### src/verilog/panel_pkg.sv
// ******************************
// Button panel shared types
// ******************************

package panel_pkg;

	// ******************************
	// Press count
	// ******************************

	// Width of one channel's press count
	// One byte per switch is enough for a front panel
	localparam int unsigned COUNT_W = 8;

	// Highest count before the press counter wraps to zero
	localparam int unsigned COUNT_LAST = (2 ** COUNT_W) - 1;

	// One channel's press count as seen at the top level
	typedef logic [COUNT_W-1:0] switch_count_t;

	// ******************************
	// Channel state machine
	// ******************************

	// IDLE accepts a new press
	// LOCKED ignores the switch until the lockout runs out
	typedef enum logic
	{
		IDLE = 1'b0,
		LOCKED = 1'b1
	} lock_state_t;

	// ******************************
	// Width helper
	// ******************************

	// Number of bits needed to hold max_value as an unsigned number
	// Never less than one, so a counter of a single state still has a register
	function automatic int unsigned bits_for(input int unsigned max_value);
		int unsigned width;
		int unsigned rest;
		width = 1;
		rest = max_value >> 1;
		// One more bit for every halving until nothing is left
		while (rest != 0)
		begin
			width = width + 1;
			rest = rest >> 1;
		end
		return width;
	endfunction

endpackage
### src/verilog/step_counter_if.sv
// ******************************
// Step counter bundle
// ******************************

`timescale 1ns/100ps

interface step_counter_if
#(
	parameter int unsigned W = 8
);

	// Level from the controlling side, the counter holds while low
	logic enable;

	// One-cycle strobe, a step is taken when enable is also high
	logic count;

	// Current counter value
	logic [W-1:0] value;

	// High while value sits on the counter's last number
	logic last;

	// ******************************
	// Views
	// ******************************

	// The block that decides when to step
	modport ctrl
	(
		output enable,
		output count,
		input value,
		input last
	);

	// The counter register itself
	modport core
	(
		input enable,
		input count,
		output value,
		output last
	);

endinterface

### src/verilog/button_panel.sv
// ******************************
// Button panel top
// ******************************

`timescale 1ns/100ps

module button_panel
#(
	parameter int unsigned NUM_SWITCH = 4,
	parameter bit ACTIVE_HIGH = 1'b0,
	parameter int unsigned CLK_PER_TICK = 100,
	parameter int unsigned LOCK_TICKS = 500000
)
(
	input logic clk,
	input logic rstnn,
	input logic [NUM_SWITCH-1:0] switch_input,
	output panel_pkg::switch_count_t [NUM_SWITCH-1:0] value
);

	// ******************************
	// Common time base
	// ******************************

	// Shared lockout tick, one cycle wide
	logic tick;

	tick_gen
	#(
		.CLK_PER_TICK(CLK_PER_TICK)
	)
	tick_gen0
	(
		.clk(clk),
		.rstnn(rstnn),
		.tick(tick)
	);

	// ******************************
	// Switch channels
	// ******************************

	// One independent channel per switch
	// Every channel sees the same tick, so lockouts line up in length
	// but not in phase
	genvar ch;

	generate
		for (ch = 0; ch < NUM_SWITCH; ch = ch + 1)
		begin : g_channel
			switch_to_counter
			#(
				.ACTIVE_HIGH(ACTIVE_HIGH),
				.LOCK_TICKS(LOCK_TICKS)
			)
			channel
			(
				.clk(clk),
				.rstnn(rstnn),
				.tick(tick),
				.switch_input(switch_input[ch]),
				.value(value[ch])
			);
		end
	endgenerate

endmodule

### src/verilog/switch_to_counter.sv
// ******************************
// Switch press channel
// ******************************

`timescale 1ns/100ps

module switch_to_counter
#(
	parameter bit ACTIVE_HIGH = 1'b0,
	parameter int unsigned LOCK_TICKS = 500000
)
(
	input logic clk,
	input logic rstnn,
	input logic tick,
	input logic switch_input,
	output panel_pkg::switch_count_t value
);

	import panel_pkg::*;

	// ******************************
	// Lockout timer sizing
	// ******************************

	// Timer counts ticks from zero to LOCK_TICKS-1 while locked
	localparam int unsigned TIMER_LAST = LOCK_TICKS - 1;

	// Register width for the timer
	localparam int unsigned TIMER_W = bits_for(TIMER_LAST);

	// ******************************
	// Input synchronizer
	// ******************************

	// Switch level with the polarity made active high
	logic raw_pressed;

	// First stage, may go metastable
	logic sync_meta;

	// Second stage, safe to use in the clk domain
	logic sync_stable;

	// Debounce-side view of the switch
	logic pressed;

	// Low-active switches are flipped before sampling
	// A cleared flop then reads as released right after reset
	assign raw_pressed = ACTIVE_HIGH ? switch_input : ~switch_input;

	always_ff @(posedge clk or negedge rstnn)
	begin
		if (!rstnn)
		begin
			sync_meta <= 1'b0;
			sync_stable <= 1'b0;
		end
		else
		begin
			sync_meta <= raw_pressed;
			sync_stable <= sync_meta;
		end
	end

	assign pressed = sync_stable;

	// ******************************
	// Idle and locked FSM
	// ******************************

	lock_state_t state;

	// Lockout timer and press counter
	step_counter_if #(.W(TIMER_W)) timer_bus();
	step_counter_if #(.W(COUNT_W)) press_bus();

	// Lockout is over on the tick where the timer holds its last number
	logic lock_done;

	assign lock_done = tick & timer_bus.last;

	always_ff @(posedge clk or negedge rstnn)
	begin
		if (!rstnn)
		begin
			state <= IDLE;
		end
		else
		begin
			case (state)
				IDLE:
				begin
					// Same edge bumps the press count
					if (pressed)
					begin
						state <= LOCKED;
					end
				end
				LOCKED:
				begin
					// Bounces are ignored until the lockout ends
					if (lock_done)
					begin
						state <= IDLE;
					end
				end
				default:
				begin
					state <= IDLE;
				end
			endcase
		end
	end

	// ******************************
	// Lockout timer
	// ******************************

	// Runs only while locked and steps once per tick
	// Wraps to zero on the last tick, ready for the next lock
	assign timer_bus.enable = (state == LOCKED);
	assign timer_bus.count = tick;

	step_counter
	#(
		.BW(TIMER_W),
		.LAST_NUMBER(TIMER_LAST)
	)
	lock_timer
	(
		.clk(clk),
		.rstnn(rstnn),
		.bus(timer_bus)
	);

	// ******************************
	// Press counter
	// ******************************

	// Counts a press only from IDLE
	// A held switch counts again as soon as the lockout lets go
	assign press_bus.enable = (state == IDLE);
	assign press_bus.count = pressed;

	step_counter
	#(
		.BW(COUNT_W),
		.LAST_NUMBER(COUNT_LAST)
	)
	press_counter
	(
		.clk(clk),
		.rstnn(rstnn),
		.bus(press_bus)
	);

	// Count leaves the channel unchanged
	assign value = press_bus.value;

endmodule

### src/verilog/tick_gen.sv
// ******************************
// Tick divider
// ******************************

`timescale 1ns/100ps

module tick_gen
#(
	parameter int unsigned CLK_PER_TICK = 100
)
(
	input logic clk,
	input logic rstnn,
	output logic tick
);

	import panel_pkg::*;

	// ******************************
	// Divider sizing
	// ******************************

	// Divider runs from zero up to CLK_PER_TICK-1
	localparam int unsigned DIV_W = bits_for(CLK_PER_TICK - 1);

	// Final divider state, the tick cycle
	localparam logic [DIV_W-1:0] DIV_LAST = DIV_W'(CLK_PER_TICK - 1);

	// ******************************
	// Free-running divider
	// ******************************

	logic [DIV_W-1:0] div_q;

	// Divider sits on its final state
	logic div_wrap;

	assign div_wrap = (div_q == DIV_LAST);

	always_ff @(posedge clk or negedge rstnn)
	begin
		if (!rstnn)
		begin
			div_q <= '0;
		end
		else if (div_wrap)
		begin
			// Start the next period
			div_q <= '0;
		end
		else
		begin
			div_q <= div_q + 1'b1;
		end
	end

	// ******************************
	// Tick pulse
	// ******************************

	// One cycle high per period, in the CLK_PER_TICK-th cycle after reset
	// and every CLK_PER_TICK cycles after that
	assign tick = div_wrap;

endmodule

### src/verilog/step_counter.sv
// ******************************
// Wrapping step counter
// ******************************

`timescale 1ns/100ps

module step_counter
#(
	parameter int unsigned BW = 8,
	parameter int unsigned LAST_NUMBER = (2 ** BW) - 1
)
(
	input logic clk,
	input logic rstnn,
	step_counter_if.core bus
);

	// ******************************
	// Constants
	// ******************************

	// Last number in the counter's own width
	localparam logic [BW-1:0] LAST_VALUE = BW'(LAST_NUMBER);

	// Zero in the counter's own width
	localparam logic [BW-1:0] FIRST_VALUE = '0;

	// ******************************
	// Value register
	// ******************************

	logic [BW-1:0] value_q;

	// Step condition, both the level and the strobe are needed
	logic do_step;

	// Value reached its final number
	logic at_last;

	assign do_step = bus.enable & bus.count;

	assign at_last = (value_q == LAST_VALUE);

	always_ff @(posedge clk or negedge rstnn)
	begin
		if (!rstnn)
		begin
			value_q <= FIRST_VALUE;
		end
		else if (do_step)
		begin
			// Wrap from the last number back to zero
			if (at_last)
			begin
				value_q <= FIRST_VALUE;
			end
			else
			begin
				value_q <= value_q + 1'b1;
			end
		end
	end

	// ******************************
	// Outputs
	// ******************************

	// Value goes straight out of the register
	assign bus.value = value_q;

	// Last flag follows the register, not the step, so the controller
	// can combine it with its own strobe in the same cycle
	assign bus.last = at_last;

endmodule

### config.mk
export PLATFORM = sky130hd
export DESIGN_NAME = button_panel
export DESIGN_NICKNAME = d
export VERILOG_FILES = /design/src/verilog/panel_pkg.sv /design/src/verilog/step_counter_if.sv /design/src/verilog/button_panel.sv /design/src/verilog/switch_to_counter.sv /design/src/verilog/tick_gen.sv /design/src/verilog/step_counter.sv
export SDC_FILE = /design/constraint.sdc
export NUM_CORES = 1
export LEC_CHECK = 0
export BUFFER_PORTS_ARGS = -buffer_cell sky130_fd_sc_hd__buf_2
export CAP_MARGIN = 15
export CORE_AREA = 3 3 123 125
export DETAILED_ROUTE_END_ITERATION = 8
export DIE_AREA = 0 0 126 128
export GPL_ROUTABILITY_DRIVEN = 0
export PLACE_DENSITY = 0.65
export SYNTH_ARGS = -nofsm -noshare
export SYNTH_HDL_FRONTEND = slang
export SYNTH_SLANG_ARGS = --single-unit
### constraint.sdc
create_clock -name clk -period 4.4 [get_ports clk]
set_clock_uncertainty 0.15 [all_clocks]
set_input_delay 0.44 -clock clk [delete_from_list [all_inputs] [get_ports clk]]
set_output_delay 0.44 -clock clk [all_outputs]
set_load 0.02 [all_outputs]
==> summary.txt <==
Routing
  – WL per Instance: 14.57 µm
  – Detail Route Antenna Nets: 0
  – Vias: 4826
  – DRC violation total after the first TritonRoute iteration: 310
  – Vias per inst: 5.625
  – DRC violations left: 0
  – DRT Pass-1 Iters: 5
  – Routed wire length: 12.50 mm

Logic synthesis
  – Mapped Nets: 640
  – Sequential area share after synthesis: between 50% and 60%
  – Ys async rst share: 100.0%
  – Predominant post-synthesis flop cell: dfrtp_1
  – Avg Cell Area, Syn: 10.15 µm²
  – Synth unique cells: 61
  – Post-synth EDFFs: 0
  – Yosys warning count: 0
  – Yosys reg bits: between 100 and 150
  – Mapped Area: ~6300 µm²
  – Mapped Cells: roughly 630

Worst setup path
  – Endpoint class of the critical path: flop
  – CP Launch Type: flop
  – R2R cell count: 5
  – R2r startpoint: tick_gen0.div_q[0]
  – Worst Setup Path Type: flop to flop
  – Worst setup endpoint: g_channel[1].channel.lock_timer.bus.value[16]
  – CP Max Fanout: 23
  – Worst Setup SP: tick_gen0.div_q[0]
  – Worst R2R Setup Slack: roughly 1.5 ns
  – Worst Path Arrival: 3.06 ns
  – CP required: between 4 and 5 ns
  – Reg-to-Reg End: g_channel[1].channel.lock_timer.bus.value[16]

GRT
  – Pin count of the biggest net entering global routing: 67
  – Vias in the first global route: 4609
  – Initial antenna violation count: 0
  – Total grt overflow: 0
  – Tot GR Track Use: 16.33%
  – First-pass GRT wire length: 21.72 mm

Placed design
  – Pre-CTS setup slack: between 1.5 and 2 ns
  – DP Area: 6680 µm²
  – Port Buffers: 37
  – Post-DP HPWL: 8.487 mm

Floorplanning
  – Die width: 126 µm
  – Die Y: 128 µm
  – DIE AREA: 16130 µm²
  – Starting density of the core: a little under half
  – Core area: 13990 µm²
  – Top Ports: 38
  – Row count: 43

Pwr
  – Total power: 0.002529 W
  – Peak supply drop: 0.3021 mV
  – P_leak: 3.246 nW
  – Pwr/cell area: 349.6 nW/µm²

Run status
  – Outcome: completed

Cells and area
  – NumNets Final: a little under 700
  – Fin area: 7236 µm²
  – Ant diodes: 0
  – Layout cell share with drive strength beyond 1: 13.13%
  – Area of the multi-input gates: between 2000 and 3000 µm²
  – Layout Area Growth over Synthesis: 14.09%
  – Storage cell area: around 3200 µm²
  – Final core occ: slightly above 50%
  – Filler cells: 1265

Clock tree
  – Post-CTS sizing: 0
  – H-tree depth: 4
  – Clock root cell: clkbuf_16
  – Worst-Skew Late Latency: approximately 0.42 ns
  – CTS Buffer Depth: 2
  – Clk slew on worst S/H paths: ~0.050 ns
  – CTS tree: built
  – TritonCTS buffer count: 17
  – Sink Count: 127

Job
  – MaxCap Viol Count: 0

Timing
  – Final WS setup: 1.526 ns
  – Final worst path period need: around 2.9 ns
  – Final hold vios: 0
  – Sum of negative setup slack: 0 ns
  – RSZ-0062 raised after global routing: no
  – Final period util: 65.31%
  – Worst relative slew slack: 38.73%
  – Worst-Margin Slew: 0.9184 ns
  – Achievable clock frequency: 348.0 MHz
  – Max Slew Vio Count: 0
  – Finish-stage setup viols: 0

Worst hold path
  – Worst min path class: input port to flop
  – HP Start: switch_input[0]
-- worst max-delay path: stages (launching register included) --
cell and delay (ns):
dfrtp_1 0.36, ha_1 0.25, and4b_1 0.84, nand3_1 0.45
or4_1 0.55, a21oi_1 0.18
-- repair_timing --
action / 4_1_cts / 5_1_grt
endpoints found under the hold margin: 47 / 0
buffers inserted: 0 / 0
hold buffers: 2 / 0
-- worst min path at each step --
stage	end	slack (ns)	cells past startpoint
2_1_floorplan	g_channel[0].channel.lock_timer.bus.value[0]	-0.006	0
3_3_place_gp	g_channel[2].channel.press_bus.count	0.18	0
3_5_place_dp	g_channel[1].channel.press_bus.count	0.19	0
4_1_cts	g_channel[1].channel.sync_meta	0.004	2
5_1_grt	g_channel[0].channel.sync_meta	0.004	2
6_report	g_channel[0].channel.sync_meta	0.02	2
-- final cells by class --
cell class                 instances  share of cell area [%]
sequential                       127                   43.92
multi-input combinational        462                   41.43
clock buffer                      24                   6.934
timing repair buffer              40                   3.147
tap                              180                   3.113
inverter                          19                  0.9856
clock inverter                     6                  0.4669
-- cells in the mapped netlist (12+ instances only) --
cell,count,area (µm²)
a21oi_1,22,110.1
xnor2_1,31,271.5
dfrtp_1,127,3178
and4_1,14,122.6
or4_1,15,112.6
nand3_1,32,160.2
and3_1,17,106.4
nor3_1,13,65.06
o31ai_1,12,90.09
inv_1,19,71.32
xor2_1,26,227.7
o21ai_0,33,165.2
nand2_1,66,247.7
nand4_1,28,175.2
nor2_1,36,135.1
-- cells in the final DEF (no fill, tap or decap), types with 3 or more instances in the layout --
cell type and instances:
nor2b_1 5, and4_1 14, o21ai_0 33, or4_1 15, o31ai_1 12, and3_1 17
nor4_1 4, nor2_1 36, nand2b_1 6, o21ai_1 7, o21bai_1 4, xnor2_1 31
clkinv_2 5, buf_2 36, o41ai_1 3, mux2i_1 3, xor2_1 26, dfrtp_1 127
clkbuf_8 5, clkbuf_16 17, a31oi_1 9, nand4_1 28, ha_1 9, nand2_1 66
nand3_1 32, o211ai_1 3, nor4b_1 3, and2_1 10, a21oi_1 22, or4b_1 5
nor3_1 13, or3_1 3, inv_1 19
-- logic make-up (layout without fill, tap and decap cells) --
| kind of cell | after synthesis | count (layout) | synth area share [%] |
|---|---|---|---|
| buffers and inverters | 36 | 89 | 2.624 |
| flip-flops | 127 | 127 | 50.11 |
| AO/OA/AOI/OAI | 107 | 107 | 10.22 |
| adder cells (fa/ha/maj) | 9 | 9 | 1.776 |
| XOR/XNOR | 57 | 57 | 7.871 |
| AND/OR/NAND/NOR | 284 | 284 | 26.57 |
| multiplexers | 5 | 5 | 0.8286 |
-- registers in the layout, summed over array words and instances (netlist names) --
name and flops:
g_channel.channel.lock_timer.bus.value 76, g_channel.channel.press_bus.count 4, g_channel.channel.press_counter.bus.value 32, g_channel.channel.state 4, g_channel.channel.sync_meta 4, tick_gen0.div_q 7
-- where the power goes --
group	switching, W	internal (W)
logic	0.0000500	0.0000245
registers	0.0000182	0.00118
clock network	0.000471	0.000782
total	0.000539	0.00199
-- stage by stage --
stage               hold slack [ns]  instances
CTS                        0.004228        858
global placement             0.1819        826
finish                      0.01550        858
detailed placement           0.1864        826
floorplan                 -0.005591        625
global route               0.003605        858
-- metal layers --
metal	GRT usage, %	wire length (µm)	vias up
met5	0	0	-
met4	6.751	243	0
met3	4.667	470	23
met2	25.32	5873	84
met1	21.62	5915	2346
li1	-	-	2373
Note: power is estimated with default switching activity, not from simulation.
